## src/logic/ems_pkg.sv

```systemverilog
// EMS package
// Page count, mapping types and memory window codes of the EMS mapper

package ems_pkg;

    localparam int EMS_PAGES = 4;

    typedef logic [1:0] ems_index_t;
    typedef logic [6:0] ems_frame_t;
    typedef logic [1:0] ems_window_t;

    // Upper address nibble of each selectable window
    localparam logic [3:0] EMS_WINDOW_A = 4'hA;
    localparam logic [3:0] EMS_WINDOW_C = 4'hC;
    localparam logic [3:0] EMS_WINDOW_D = 4'hD;

    // Write codes for the mapping registers
    localparam logic [7:0] EMS_DISABLE_CODE = 8'hFF;
    localparam logic [7:0] EMS_FRAME_LIMIT  = 8'h80;

    // Read value of a disabled page
    localparam logic [7:0] EMS_READ_EMPTY = 8'hFF;

endpackage

```

## src/logic/xt_bus_pkg.sv

```systemverilog
// XT bus package
// Bus widths, I/O port bases and the bus-cycle states shared by the
// peripheral glue

package xt_bus_pkg;

    // System address, I/O port address and bus byte
    typedef logic [19:0] addr_t;
    typedef logic [15:0] port_addr_t;
    typedef logic [7:0]  data_t;

    // Active-low selects, bit 0 DMA, then PIC, PIT, PPI, DMA page
    typedef logic [4:0]  chip_sel_t;

    // EMS mapping registers occupy 260h to 263h
    localparam port_addr_t EMS_PORT_BASE = 16'h0260;

    // Parallel-port data latch
    localparam port_addr_t LPT_PORT_BASE = 16'h0378;

    // Address bits 7..5 pick one of the chip groups
    localparam int CHIP_GROUP_LSB = 5;

    localparam data_t LPT_RESET_VALUE = 8'hFF;

    // I/O bus cycle in progress
    typedef enum logic [1:0] {
        BUS_IDLE,
        BUS_READ,
        BUS_WRITE
    } bus_state_t;

endpackage
```

## src/logic/xt_peripherals.sv

```systemverilog
// XT peripherals
// Chipset glue for the XT: support-chip selects, EMS page mapping,
// parallel-port latch, read-back mux and the timer clock

`timescale 1ns/1ps

module xt_peripherals
    import xt_bus_pkg::*;
    import ems_pkg::*;
(
    input  logic                 clock,
    input  logic                 reset,
    input  addr_t                address_i,
    input  logic                 address_enable_n_i,
    input  logic                 io_read_n_i,
    input  logic                 io_write_n_i,
    input  data_t                data_i,
    input  logic                 ems_enabled_i,
    input  ems_window_t          ems_window_i,
    input  logic                 peripheral_clock_i,
    output chip_sel_t            chip_sel_o,
    output data_t                data_bus_out_o,
    output logic                 data_from_chipset_o,
    output logic [EMS_PAGES-1:0] ems_bank_o,
    output logic                 timer_clock_o
);

    logic  ems_hit;
    logic  lpt_hit;
    logic  io_idle;
    logic  write_commit;
    data_t ems_read_data;

    port_decoder u_port_decoder (
        .address_i          (address_i),
        .address_enable_n_i (address_enable_n_i),
        .io_read_n_i        (io_read_n_i),
        .io_write_n_i       (io_write_n_i),
        .ems_enabled_i      (ems_enabled_i),
        .chip_sel_o         (chip_sel_o),
        .ems_hit_o          (ems_hit),
        .lpt_hit_o          (lpt_hit)
    );

    bus_cycle_fsm u_bus_cycle_fsm (
        .clock          (clock),
        .reset          (reset),
        .io_read_n_i    (io_read_n_i),
        .io_write_n_i   (io_write_n_i),
        .io_idle_o      (io_idle),
        .write_commit_o (write_commit)
    );

    timer_clock_gen u_timer_clock_gen (
        .clock              (clock),
        .reset              (reset),
        .peripheral_clock_i (peripheral_clock_i),
        .timer_clock_o      (timer_clock_o)
    );

    ems_mapper u_ems_mapper (
        .clock          (clock),
        .reset          (reset),
        .address_i      (address_i),
        .data_i         (data_i),
        .io_write_n_i   (io_write_n_i),
        .ems_hit_i      (ems_hit),
        .write_commit_i (write_commit),
        .io_idle_i      (io_idle),
        .ems_window_i   (ems_window_i),
        .read_data_o    (ems_read_data),
        .ems_bank_o     (ems_bank_o)
    );

    chipset_readback u_chipset_readback (
        .clock               (clock),
        .reset               (reset),
        .data_i              (data_i),
        .io_read_n_i         (io_read_n_i),
        .io_write_n_i        (io_write_n_i),
        .ems_hit_i           (ems_hit),
        .lpt_hit_i           (lpt_hit),
        .write_commit_i      (write_commit),
        .ems_data_i          (ems_read_data),
        .data_bus_out_o      (data_bus_out_o),
        .data_from_chipset_o (data_from_chipset_o)
    );

endmodule

```

## src/logic/chipset_readback.sv

```systemverilog
// Chipset read-back
// Parallel-port data latch at 378h and the read data mux that drives
// the system bus during EMS and LPT reads

`timescale 1ns/1ps

module chipset_readback
    import xt_bus_pkg::*;
(
    input  logic  clock,
    input  logic  reset,
    input  data_t data_i,
    input  logic  io_read_n_i,
    input  logic  io_write_n_i,
    input  logic  ems_hit_i,
    input  logic  lpt_hit_i,
    input  logic  write_commit_i,
    input  data_t ems_data_i,
    output data_t data_bus_out_o,
    output logic  data_from_chipset_o
);

    data_t lpt_data;
    data_t lpt_capture;
    logic  lpt_pending;

    always_ff @(posedge clock) begin
        if (!io_write_n_i && lpt_hit_i) begin
            lpt_capture <= data_i;
        end
    end

    always_ff @(posedge clock or posedge reset) begin
        if (reset) begin
            lpt_pending <= 1'b0;
            lpt_data    <= LPT_RESET_VALUE;
        end else begin
            if (!io_write_n_i && lpt_hit_i) begin
                lpt_pending <= 1'b1;
            end else if (write_commit_i) begin
                lpt_pending <= 1'b0;
            end
            // Latch updates once the write strobe has gone away
            if (write_commit_i && lpt_pending) begin
                lpt_data <= lpt_capture;
            end
        end
    end

    always_comb begin
        data_bus_out_o      = '0;
        data_from_chipset_o = 1'b0;
        if (!io_read_n_i && ems_hit_i) begin
            data_bus_out_o      = ems_data_i;
            data_from_chipset_o = 1'b1;
        end else if (!io_read_n_i && lpt_hit_i) begin
            data_bus_out_o      = lpt_data;
            data_from_chipset_o = 1'b1;
        end
    end

endmodule

```

## src/logic/ems_mapper.sv

```systemverilog
// EMS mapper
// Four page-mapping registers written through ports 260h..263h, plus
// decode of the selected memory window into per-page bank hits

`timescale 1ns/1ps

module ems_mapper
    import xt_bus_pkg::*;
    import ems_pkg::*;
(
    input  logic                 clock,
    input  logic                 reset,
    input  addr_t                address_i,
    input  data_t                data_i,
    input  logic                 io_write_n_i,
    input  logic                 ems_hit_i,
    input  logic                 write_commit_i,
    input  logic                 io_idle_i,
    input  ems_window_t          ems_window_i,
    output data_t                read_data_o,
    output logic [EMS_PAGES-1:0] ems_bank_o
);

    ems_frame_t           frame [EMS_PAGES];
    logic [EMS_PAGES-1:0] page_enabled;
    logic                 write_pending;
    ems_index_t           write_index;
    data_t                write_data;
    ems_index_t           read_index;
    logic [3:0]           window_base;

    // Hold the last port and byte seen while the strobe is low
    always_ff @(posedge clock) begin
        if (!io_write_n_i && ems_hit_i) begin
            write_index <= address_i[1:0];
            write_data  <= data_i;
        end
    end

    always_ff @(posedge clock or posedge reset) begin
        if (reset) begin
            write_pending <= 1'b0;
            page_enabled  <= '0;
            for (int n = 0; n < EMS_PAGES; n++) begin
                frame[n] <= '0;
            end
        end else begin
            if (!io_write_n_i && ems_hit_i) begin
                write_pending <= 1'b1;
            end else if (write_commit_i) begin
                write_pending <= 1'b0;
            end
            if (write_commit_i && write_pending) begin
                if (write_data == EMS_DISABLE_CODE) begin
                    page_enabled[write_index] <= 1'b0;
                end else if (write_data < EMS_FRAME_LIMIT) begin
                    page_enabled[write_index] <= 1'b1;
                    frame[write_index]        <= write_data[6:0];
                end
            end
        end
    end

    assign read_index  = address_i[1:0];
    assign read_data_o = page_enabled[read_index] ? {1'b0, frame[read_index]} : EMS_READ_EMPTY;

    // Window base: 0 -> A0000h, 1 -> C0000h, others -> D0000h
    always_comb begin
        case (ems_window_i)
            2'd0:    window_base = EMS_WINDOW_A;
            2'd1:    window_base = EMS_WINDOW_C;
            default: window_base = EMS_WINDOW_D;
        endcase
    end

    // Each page covers 16 KB of the window
    always_comb begin
        for (int n = 0; n < EMS_PAGES; n++) begin
            ems_bank_o[n] = io_idle_i & page_enabled[n] &
                            (address_i[19:14] == {window_base, ems_index_t'(n)});
        end
    end

endmodule

```

## src/logic/timer_clock_gen.sv

```systemverilog
// Timer clock generator
// Synchronizes the peripheral clock and halves it to clock the
// external 8253

`timescale 1ns/1ps

module timer_clock_gen (
    input  logic clock,
    input  logic reset,
    input  logic peripheral_clock_i,
    output logic timer_clock_o
);

    logic sync_first;
    logic sync_second;
    logic rising;

    assign rising = sync_first & ~sync_second;

    always_ff @(posedge clock or posedge reset) begin
        if (reset) begin
            sync_first    <= 1'b0;
            sync_second   <= 1'b0;
            timer_clock_o <= 1'b0;
        end else begin
            sync_first  <= peripheral_clock_i;
            sync_second <= sync_first;
            // One toggle per peripheral clock period
            if (rising) begin
                timer_clock_o <= ~timer_clock_o;
            end
        end
    end

endmodule

```

## src/logic/bus_cycle_fsm.sv

```systemverilog
// Bus cycle state machine
// Follows the I/O read and write strobes and pulses a commit for one
// clock when a write cycle ends

`timescale 1ns/1ps

module bus_cycle_fsm
    import xt_bus_pkg::*;
(
    input  logic clock,
    input  logic reset,
    input  logic io_read_n_i,
    input  logic io_write_n_i,
    output logic io_idle_o,
    output logic write_commit_o
);

    bus_state_t state;
    bus_state_t state_next;

    always_comb begin
        state_next = state;
        case (state)
            BUS_IDLE: begin
                if (!io_write_n_i) begin
                    state_next = BUS_WRITE;
                end else if (!io_read_n_i) begin
                    state_next = BUS_READ;
                end
            end
            BUS_WRITE: begin
                if (io_write_n_i) begin
                    state_next = BUS_IDLE;
                end
            end
            BUS_READ: begin
                if (io_read_n_i) begin
                    state_next = BUS_IDLE;
                end
            end
            default: state_next = BUS_IDLE;
        endcase
    end

    always_ff @(posedge clock or posedge reset) begin
        if (reset) begin
            state          <= BUS_IDLE;
            write_commit_o <= 1'b0;
        end else begin
            state          <= state_next;
            // Strobe seen high again while in a write
            write_commit_o <= (state == BUS_WRITE) && io_write_n_i;
        end
    end

    assign io_idle_o = (state == BUS_IDLE);

endmodule

```

## src/logic/port_decoder.sv

```systemverilog
// Port decoder
// Chip selects for the five XT support chips and hits for the EMS
// and parallel-port registers, decoded from the I/O address

`timescale 1ns/1ps

module port_decoder
    import xt_bus_pkg::*;
(
    input  addr_t     address_i,
    input  logic      address_enable_n_i,
    input  logic      io_read_n_i,
    input  logic      io_write_n_i,
    input  logic      ems_enabled_i,
    output chip_sel_t chip_sel_o,
    output logic      ems_hit_o,
    output logic      lpt_hit_o
);

    port_addr_t port;
    logic       io_access;
    logic       low_space;

    assign port = address_i[15:0];

    // CPU-driven I/O cycle with a strobe asserted
    assign io_access = ~address_enable_n_i & (~io_read_n_i | ~io_write_n_i);

    // Support chips live below 100h
    assign low_space = ~address_i[9] & ~address_i[8];

    always_comb begin
        chip_sel_o = '1;
        if (io_access && low_space) begin
            for (int k = 0; k < $bits(chip_sel_t); k++) begin
                if (address_i[CHIP_GROUP_LSB +: 3] == 3'(k)) begin
                    chip_sel_o[k] = 1'b0;
                end
            end
        end
    end

    // Four consecutive EMS ports, only when the mapper is switched on
    assign ems_hit_o = io_access & ems_enabled_i &
                       (port[15:2] == EMS_PORT_BASE[15:2]);

    assign lpt_hit_o = io_access & (port == LPT_PORT_BASE);

endmodule

```

## config.mk

```make
export PLATFORM = sky130hd
export DESIGN_NAME = xt_peripherals
export DESIGN_NICKNAME = d
export VERILOG_FILES = /design/src/logic/ems_pkg.sv /design/src/logic/xt_bus_pkg.sv /design/src/logic/xt_peripherals.sv /design/src/logic/chipset_readback.sv /design/src/logic/ems_mapper.sv /design/src/logic/timer_clock_gen.sv /design/src/logic/bus_cycle_fsm.sv /design/src/logic/port_decoder.sv
export SDC_FILE = /design/constraint.sdc
export NUM_CORES = 1
export LEC_CHECK = 0
export BUFFER_PORTS_ARGS = -buffer_cell sky130_fd_sc_hd__buf_2
export CORE_ASPECT_RATIO = 0.8
export CORE_UTILIZATION = 55
export CTS_BUF_LIST = sky130_fd_sc_hd__clkbuf_16
export CTS_CLUSTER_SIZE = 30
export DETAILED_ROUTE_END_ITERATION = 10
export GPL_ROUTABILITY_DRIVEN = 0
export HOLD_SLACK_MARGIN = 0.1
export PLACE_DENSITY = 0.84
export SYNTH_ARGS = -nofsm -noshare
export SYNTH_HDL_FRONTEND = slang
export SYNTH_SLANG_ARGS = --single-unit
export TNS_END_PERCENT = 20
```

## constraint.sdc

```tcl
create_clock -name clock -period 2.3 [get_ports clock]
set_clock_uncertainty 0.2 [all_clocks]
set_input_delay 0.115 -clock clock [delete_from_list [all_inputs] [get_ports clock]]
set_output_delay 0.115 -clock clock [all_outputs]
set_load 0.02 [all_outputs]
```

==> summary.md, run 1 <==
| Metric | Value |
|---|---|
| Status | `finished, violations left` |
| Failing checks | `design-rule violations` |
| VDD IR max | `0.0006382 V` |
| Fin nets | `316` |
| Critical path startpoint category | `input pin` |
| Setup TNS | `0 ns` |
| Sw Ratio | `20.51%` |
| Antenna violations before repair | `0` |
| Net Sw Power | `574.4 uW` |
| ANT nets after route | `0` |
| Fill cell count | `306` |
| Max cap viols | `0` |
| End of the critical path | `chip_sel_o[4]` |
| Commonest non-fill, non-tap cell in the layout | `buf_2` |
| Crit path top cell by count | `buf_2` |
| CP top delay family | `buffers and inverters` |
| Yosys reg bits | `66` |
| Htree depth | `3` |
| Most frequent cells in the layout | `buf_2 (55), dfrtp_1 (40), mux2_2 (29), edfxtp_1 (18), dlygate4sd3_1 (15)` |
| Slew headroom | `41.06%` |
| Vias in the first global route | `2015` |
| Stages on the worst setup path | `6` |
| Cell Chain, Critical Path | `dlygate4sd3_1 -> buf_2 -> a2111oi_1 -> nor2b_1 -> nand3b_1 -> buf_2` |
| Fmax | `462.2 MHz` |
| Postcts setup bufs | `0` |
| Worst r2r src | `u_ems_mapper.write_data[7]` |
| Worst-Margin Slew | `0.8828 ns` |
| Area share of the leading cell type in the synthesized netlist | `33.73%` |
| Worst skew pair latency | `0.33 ns` |
| Register area share after synthesis | `59.02%` |
| Syn_area_per_cell | `15.07 sq um` |
| Global Route Usage Sum | `24.80%` |
| Period Utilization, post-route | `94.07%` |
| RR Endpoint | `u_ems_mapper.frame[26]` |
| Comb power frac | `5.4%` |
| Critical Path RT | `1.99 ns` |
| Post-Route WL | `6332 um` |
| DIE WIDTH | `84.13 um` |
| Inserted Diodes | `0` |
| Synth warnings | `0` |
| # setup viols final | `0` |
| Internal Power | `2227 uW` |
| Final min period | `2.164 ns` |
| Die Footprint | `5696 sq um` |
| Final Slew Violations | `0` |
| DRC Markers | `14` |
| Iteration count of the initial detailed-routing pass | `7` |
| Dpl cell area | `3341 sq um` |
| CP bufs+invs | `3` |
| Site row count | `23` |
| Initial DRC Count | `136` |
| Reg2reg path depth | `3` |
| Critical path origin | `io_write_n_i` |
| Deepest clock path buffer count | `2` |
| Mapped Area | `2968 sq um` |
| Area contributors post-synth | `dfrtp_1 (34%), edfxtp_1 (18%), mux2_2 (11%)` |
| Clk root buf | `clkbuf_16` |
| Unique masters post-synth | `41` |
| Synthesized netlist cell count | `197` |
| Leak | `0.001753 uW` |
| Layout cells sized above 1 | `48.59%` |
| Reg2reg setup slack | `0.40 ns` |
| Number of port buffers | `55` |
| Via count | `2010` |
| Power density cells | `736.8 nW/um^2` |
| Sink Count | `66` |
| Syn Nets | `234` |
| CTS Buf Count | `9` |
| Avg WL per Cell | `18.30 um` |
| Worst path arrival time | `1.85 ns` |
| CTS tree | `yes` |
| Largest net degree at the start of global routing | `45` |
| Clock power share | `50.6%` |
| Crit. End Element | `primary output` |
| CP Max Fanout | `5` |
| Total gr overflow | `0` |
| Starting density of the core | `58.27%` |
| Clk pin slew, worst setup/hold paths | `0.05 ns` |
| Die height | `67.70 um` |
| Core area | `5094 sq um` |
| Min-delay worst type | `in -> reg` |
| Via density | `5.809` |
| Global-route wire length before repair | `10130 um` |
| IO Pins | `56` |
| Synth area leader | `dfrtp_1` |
| Setup CP Type | `in -> out` |
| Final Hold Vio Count | `0` |
| Area delta synth->final | `28.12%` |
| Final HPWL from detailed placement | `4161 um` |
| CP peak stage delay | `0.53 ns` |
| RSZ-0062 raised after global routing | `no` |
| Sequential fraction of design power | `44.0%` |
| Slowest CP cell | `dlygate4sd3_1` |
| Final Cell Area | `3802 sq um` |
## logic make-up after synthesis
logic type      Yosys count  synth area share [%]
simple gates             59                 13.95
mux                      44                 20.62
flops                    66                 59.02
buf+inv                   6                 1.138
compound gates           21                 4.975
xor+xnor                  1                0.2952
## worst min-delay path by stage
stage / end / cells after the start / start / slack [ns]
6_report: u_ems_mapper.write_index[1] / 3 / address_enable_n_i / 0.17
2_1_floorplan: u_timer_clock_gen.sync_first / 0 / peripheral_clock_i / -0.05
3_5_place_dp: u_timer_clock_gen.sync_first / 1 / peripheral_clock_i / 0.02
3_3_place_gp: u_timer_clock_gen.sync_first / 1 / peripheral_clock_i / 0.03
4_1_cts: u_ems_mapper.write_index[1] / 3 / address_enable_n_i / 0.16
5_1_grt: u_ems_mapper.write_index[1] / 3 / address_enable_n_i / 0.19
## worst min-delay path: stages
cell	delay, ns
buf_2	0.16
nor4_2	0.07
buf_4	0.18
## through the flow
| step | power (uW) | util [%] | worst slack, ns | cells | hold WS (ns) |
|---|---|---|---|---|---|
| 3_3_place_gp | 1378 | 65.59 | 0.3910 | 315 | 0.02501 |
| 4_1_cts | 2815 | 74.63 | 0.02706 | 346 | 0.1629 |
| 5_1_grt | 2886 | 74.65 | 0.03285 | 346 | 0.1867 |
| 6_report | 2801 | 74.65 | 0.1364 | 346 | 0.1748 |
| 3_5_place_dp | 1382 | 65.59 | 0.3712 | 315 | 0.02489 |
| 2_1_floorplan | 1315 | - | 0.1775 | 197 | -0.05357 |
## sequential cells by signal (all words and copies together), names as in the netlist, named ones only
register	cells
u_bus_cycle_fsm.state	2
u_ems_mapper.frame	28
u_timer_clock_gen.timer_clock_o	1
u_chipset_readback.lpt_capture	8
u_ems_mapper.write_data	8
u_chipset_readback.lpt_data	8
u_timer_clock_gen.sync_second	1
u_ems_mapper.write_index	2
u_ems_mapper.write_pending	1
u_timer_clock_gen.sync_first	1
u_chipset_readback.lpt_pending	1
u_bus_cycle_fsm.write_commit_o	1
## layer usage
metal	routed length, um	vias up	part of all wire (%)	track usage (%)
met1	2583	982	41	30.41
met5	0	-	0	0
met3	462	16	7.3	7.213
met4	152	0	2.4	10.34
li1	-	917	-	-
met2	3134	95	49	42.21
## layout make-up
type | instances | area (sq um) | area share [%]
sequential | 66 | 1752 | 46.07
multi-input combinational | 125 | 1196 | 31.46
timing repair buffer | 74 | 455.4 | 11.98
clock buffer | 9 | 225.2 | 5.923
clock inverter | 7 | 85.08 | 2.238
tap | 62 | 77.57 | 2.040
inverter | 3 | 11.26 | 0.2961
## power by group through the flow
stage,Clock [uW],Combinational [uW],Sequential (uW)
2_1_floorplan,0,52.1,1260
3_3_place_gp,0,126,1250
3_5_place_dp,0,130,1250
4_1_cts,1430,152,1230
5_1_grt,1480,166,1230
6_report,1420,150,1230
## what timing repair did
action	in CTS	in global routing
gates resized for setup	0	1
endpoints found under the hold margin	62	0
setup endpoints to repair	0	3
hold buffers	15	0
## synth_stat cells
cell,count
and4b_1,2
mux4_2,8
dfstp_2,8
a21oi_1,2
nor3_1,1
nand3_2,1
o31ai_1,1
nor4_4,2
xnor2_1,1
nand3b_1,1
and3_1,1
clkbuf_1,1
inv_1,3
and4_1,1
mux2_4,7
and3b_1,2
or4b_4,1
edfxtp_1,18
nand4b_1,1
a21o_1,2
nand2_1,8
o21ai_0,7
buf_6,1
a22o_1,7
buf_4,1
nor2_2,3
nor4_1,2
or3_1,2
nand4_1,4
nor2b_1,1
nand2b_1,10
dfrtp_1,40
nand3_1,2
o22a_2,1
nand3b_4,1
nor3b_1,1
nor4b_4,1
and2b_1,1
a2111oi_0,1
nor2_1,10
mux2_2,29
(Power assumes the default switching activity.)
==> run 2, diff against run 1 <==
--- a/config.mk
+++ b/config.mk
@@ -13,7 +13,7 @@
 export DETAILED_ROUTE_END_ITERATION = 10
 export GPL_ROUTABILITY_DRIVEN = 0
 export HOLD_SLACK_MARGIN = 0.1
-export PLACE_DENSITY = 0.84
+export PLACE_DENSITY_LB_ADDON = 0.12
 export SYNTH_ARGS = -nofsm -noshare
 export SYNTH_HDL_FRONTEND = slang
 export SYNTH_SLANG_ARGS = --single-unit
==> run 2 against run 1 <==
  * The run still ends with design-rule violations left
  * Cell count down 0.29%
  * Clock-buffer cell count unchanged
  * Total power is 6.8% higher
  * Critical path type is now reg -> out
  * Highest routed layer unchanged
==> summary.md, run 2 (synthesized netlist as in run 1, its figures left out) <==
| Metric | Value |
|---|---|
| Biggest register | `u_ems_mapper.frame` |
| Sw Ratio | `18.14% (-2.4 points)` |
| Worst skew pair latency | `0.32 ns (about the same)` |
| Reg2reg setup slack | `0.44 ns (+0.04 ns)` |
| Setup ws final | `0.1680 ns (+0.03161 ns)` |
| Tot Pwr | `2991 uW (+6.8%)` |
| Failing checks | `design-rule violations` |
| Commonest non-fill, non-tap cell in the layout | `buf_2` |
| Die height | `67.70 um (unchanged)` |
| Seq. cell area | `1752 sq um (unchanged)` |
| DIE WIDTH | `84.13 um (unchanged)` |
| Htree depth | `3 (unchanged)` |
| M1 WL | `2814 um (+8.9%)` |
| Number of port buffers | `55 (unchanged)` |
| Layout cells sized above 1 | `48.06% (-0.54 points)` |
| Critical Path RT | `1.99 ns (about the same)` |
| Max cap viols | `0 (unchanged)` |
| PostCTS Resize Cnt | `0 (unchanged)` |
| Final Slew Violations | `0 (unchanged)` |
| Placed cells | `314 (-0.32%)` |
| Worst path arrival time | `1.82 ns (-0.03 ns)` |
| Final min period | `2.132 ns (-0.03161 ns)` |
| Power density cells | `776.5 nW/um^2 (+5.4%)` |
| Leak | `0.001771 uW (+1.0%)` |
| Iteration count of the initial detailed-routing pass | `7 (unchanged)` |
| Comb power frac | `5.0% (-0.4 points)` |
| Vias in the first global route | `1895 (-6.0%)` |
| Worst-Margin Slew | `0.7135 ns (-0.1693 ns)` |
| Area delta synth->final | `29.81%` |
| # setup viols final | `0 (unchanged)` |
| CP top delay family | `multiplexers` |
| Status | `finished, violations left` |
| Core area | `5094 sq um (unchanged)` |
| Most frequent cells in the layout | `buf_2 (55), dfrtp_1 (40), mux2_2 (29), edfxtp_1 (18), dlygate4sd3_1 (15)` |
| Dpl cell area | `3346 sq um (+0.15%)` |
| Via count | `1908 (-5.1%)` |
| Site row count | `23 (unchanged)` |
| Area of the multi-input gates | `1195 sq um (-0.10%)` |
| Internal Power | `2449 uW (+10%)` |
| Final Hold Vio Count | `0 (unchanged)` |
| CP peak stage delay | `0.60 ns (+0.07 ns)` |
| Clk pin slew, worst setup/hold paths | `0.05 ns (about the same)` |
| Global Route Usage Sum | `24.25% (-0.55 points)` |
| Initial DRC Count | `93 (-32%)` |
| Top routing layer used | `met4` |
| Net Sw Power | `542.8 uW (-5.5%)` |
| Min-delay worst type | `in -> reg` |
| Setup CP Type | `reg -> out` |
| Fmax | `469.1 MHz (+1.5%)` |
| DRC Markers | `4 (-10)` |
| Deepest clock path buffer count | `2 (unchanged)` |
| Postcts setup bufs | `0 (unchanged)` |
| CTS tree | `yes` |
| ANT nets after route | `0 (unchanged)` |
| Sequential fraction of design power | `41.2% (-2.8 points)` |
| Avg WL per Cell | `17.47 um (-4.5%)` |
| Clk root buf | `clkbuf_16` |
| WL met2 | `2733 um (-13%)` |
| Sink Count | `66 (unchanged)` |
| Global-route wire length before repair | `9735 um (-3.9%)` |
| Slowest CP cell | `mux4_2` |
| Post-Route WL | `6028 um (-4.8%)` |
| Worst slack, placed | `0.3772 ns (+0.006044 ns)` |
| Setup TNS | `0 ns (unchanged)` |
| Fin nets | `315 (-0.32%)` |
| CTS Buf Count | `9 (unchanged)` |
| WL met3 | `434 um (-6.1%)` |
| Die Footprint | `5696 sq um (unchanged)` |
| Clock power share | `53.7% (+3.1 points)` |
| Period Utilization, post-route | `92.69% (-1.4 points)` |
| Largest net degree at the start of global routing | `26 (-42%)` |
| CP Max Fanout | `8 (+3)` |
| Via density | `5.530 (-4.8%)` |
| Critical path startpoint category | `register` |
| Fill cell count | `333 (+8.8%)` |
| CP bufs+invs | `1 (-2)` |
| Cell Chain, Critical Path | `mux4_2 -> o22a_2 -> nor2_1 -> buf_2` |
| IO Pins | `56 (unchanged)` |
| Slew headroom | `51.20% (+10 points)` |
| Total gr overflow | `0 (unchanged)` |
| Inserted Diodes | `0 (unchanged)` |
| RSZ-0062 raised after global routing | `no` |
| VDD IR max | `0.0006186 V (-3.1%)` |
| Final HPWL from detailed placement | `4105 um (-1.4%)` |
| Starting density of the core | `58.27% (unchanged)` |
| Antenna violations before repair | `0 (unchanged)` |
| Crit. End Element | `primary output` |
| Final Cell Area | `3852 sq um (+1.3%)` |
| Max reg flops | `28 (unchanged)` |
| Post-Layout Cell Count | `345 (-0.29%)` |
==> run 2: cell count changes in the layout (fill, tap and decap cells not counted) <==
| cell | delta |
|---|---|
| clkinv_2 | -2 |
| buf_12 | +1 |
| inv_1 | -1 |
| buf_4 | -2 |
| clkinvlp_4 | -1 |
| bufinv_16 | +2 |
| clkinv_1 | +2 |
| a2111oi_1 | -1 |
| a2111oi_0 | +1 |
==> run 2: layout make-up <==
type | instances | area share [%]
clock buffer | 9 | 5.846
inverter | 3 | 0.2923
multi-input combinational | 125 | 31.02
timing repair buffer | 73 | 11.95
sequential | 66 | 45.47
clock inverter | 7 | 3.410
tap | 62 | 2.014
==> run 2: worst min-delay path: cells and delay by family <==
family	cells	cell delay, ns
buf+inv	2	0.30
simple gates	1	0.05
==> run 2: what timing repair did <==
item	in CTS	in global routing
hold endpoints to repair	62	0
endpoints found under the setup margin	0	0
hold buffers	15	0
==> run 2: per-stage QoR <==
stage          utilization, %  hold slack (ns)
2_1_floorplan               -         -0.05357
3_3_place_gp            65.68         -0.01941
3_5_place_dp            65.68         -0.02049
4_1_cts                 75.63           0.1100
5_1_grt                 75.63           0.1253
6_report                75.63           0.1158
==> run 2: final timing paths <==
check,from,cells past startpoint,to
max in group asynchronous,reset,4,u_chipset_readback.lpt_data[6]
worst max-delay path,register,4,data_bus_out_o[7]
worst min register to register,u_timer_clock_gen.sync_first,0,u_timer_clock_gen.sync_second
worst min-delay path,io_write_n_i,3,u_chipset_readback.lpt_capture[1]
min in group asynchronous,reset,3,u_ems_mapper.frame[7]
worst max register to register,u_ems_mapper.write_data[7],3,u_ems_mapper.frame[21]
==> run 2: power groups by stage <==
stage	sequential, uW	combinational, uW	clock (uW)
6_report	1230	151	1610
5_1_grt	1230	168	1680
4_1_cts	1230	153	1630
3_5_place_dp	1250	133	0
3_3_place_gp	1250	130	0
2_1_floorplan	1260	52.1	0
==> run 2: metal layers <==
layer  up-vias  track usage, %
met5         -               0
met4         0           10.13
met3         6           5.623
met2        54           36.68
met1       938           34.43
li1        910               -
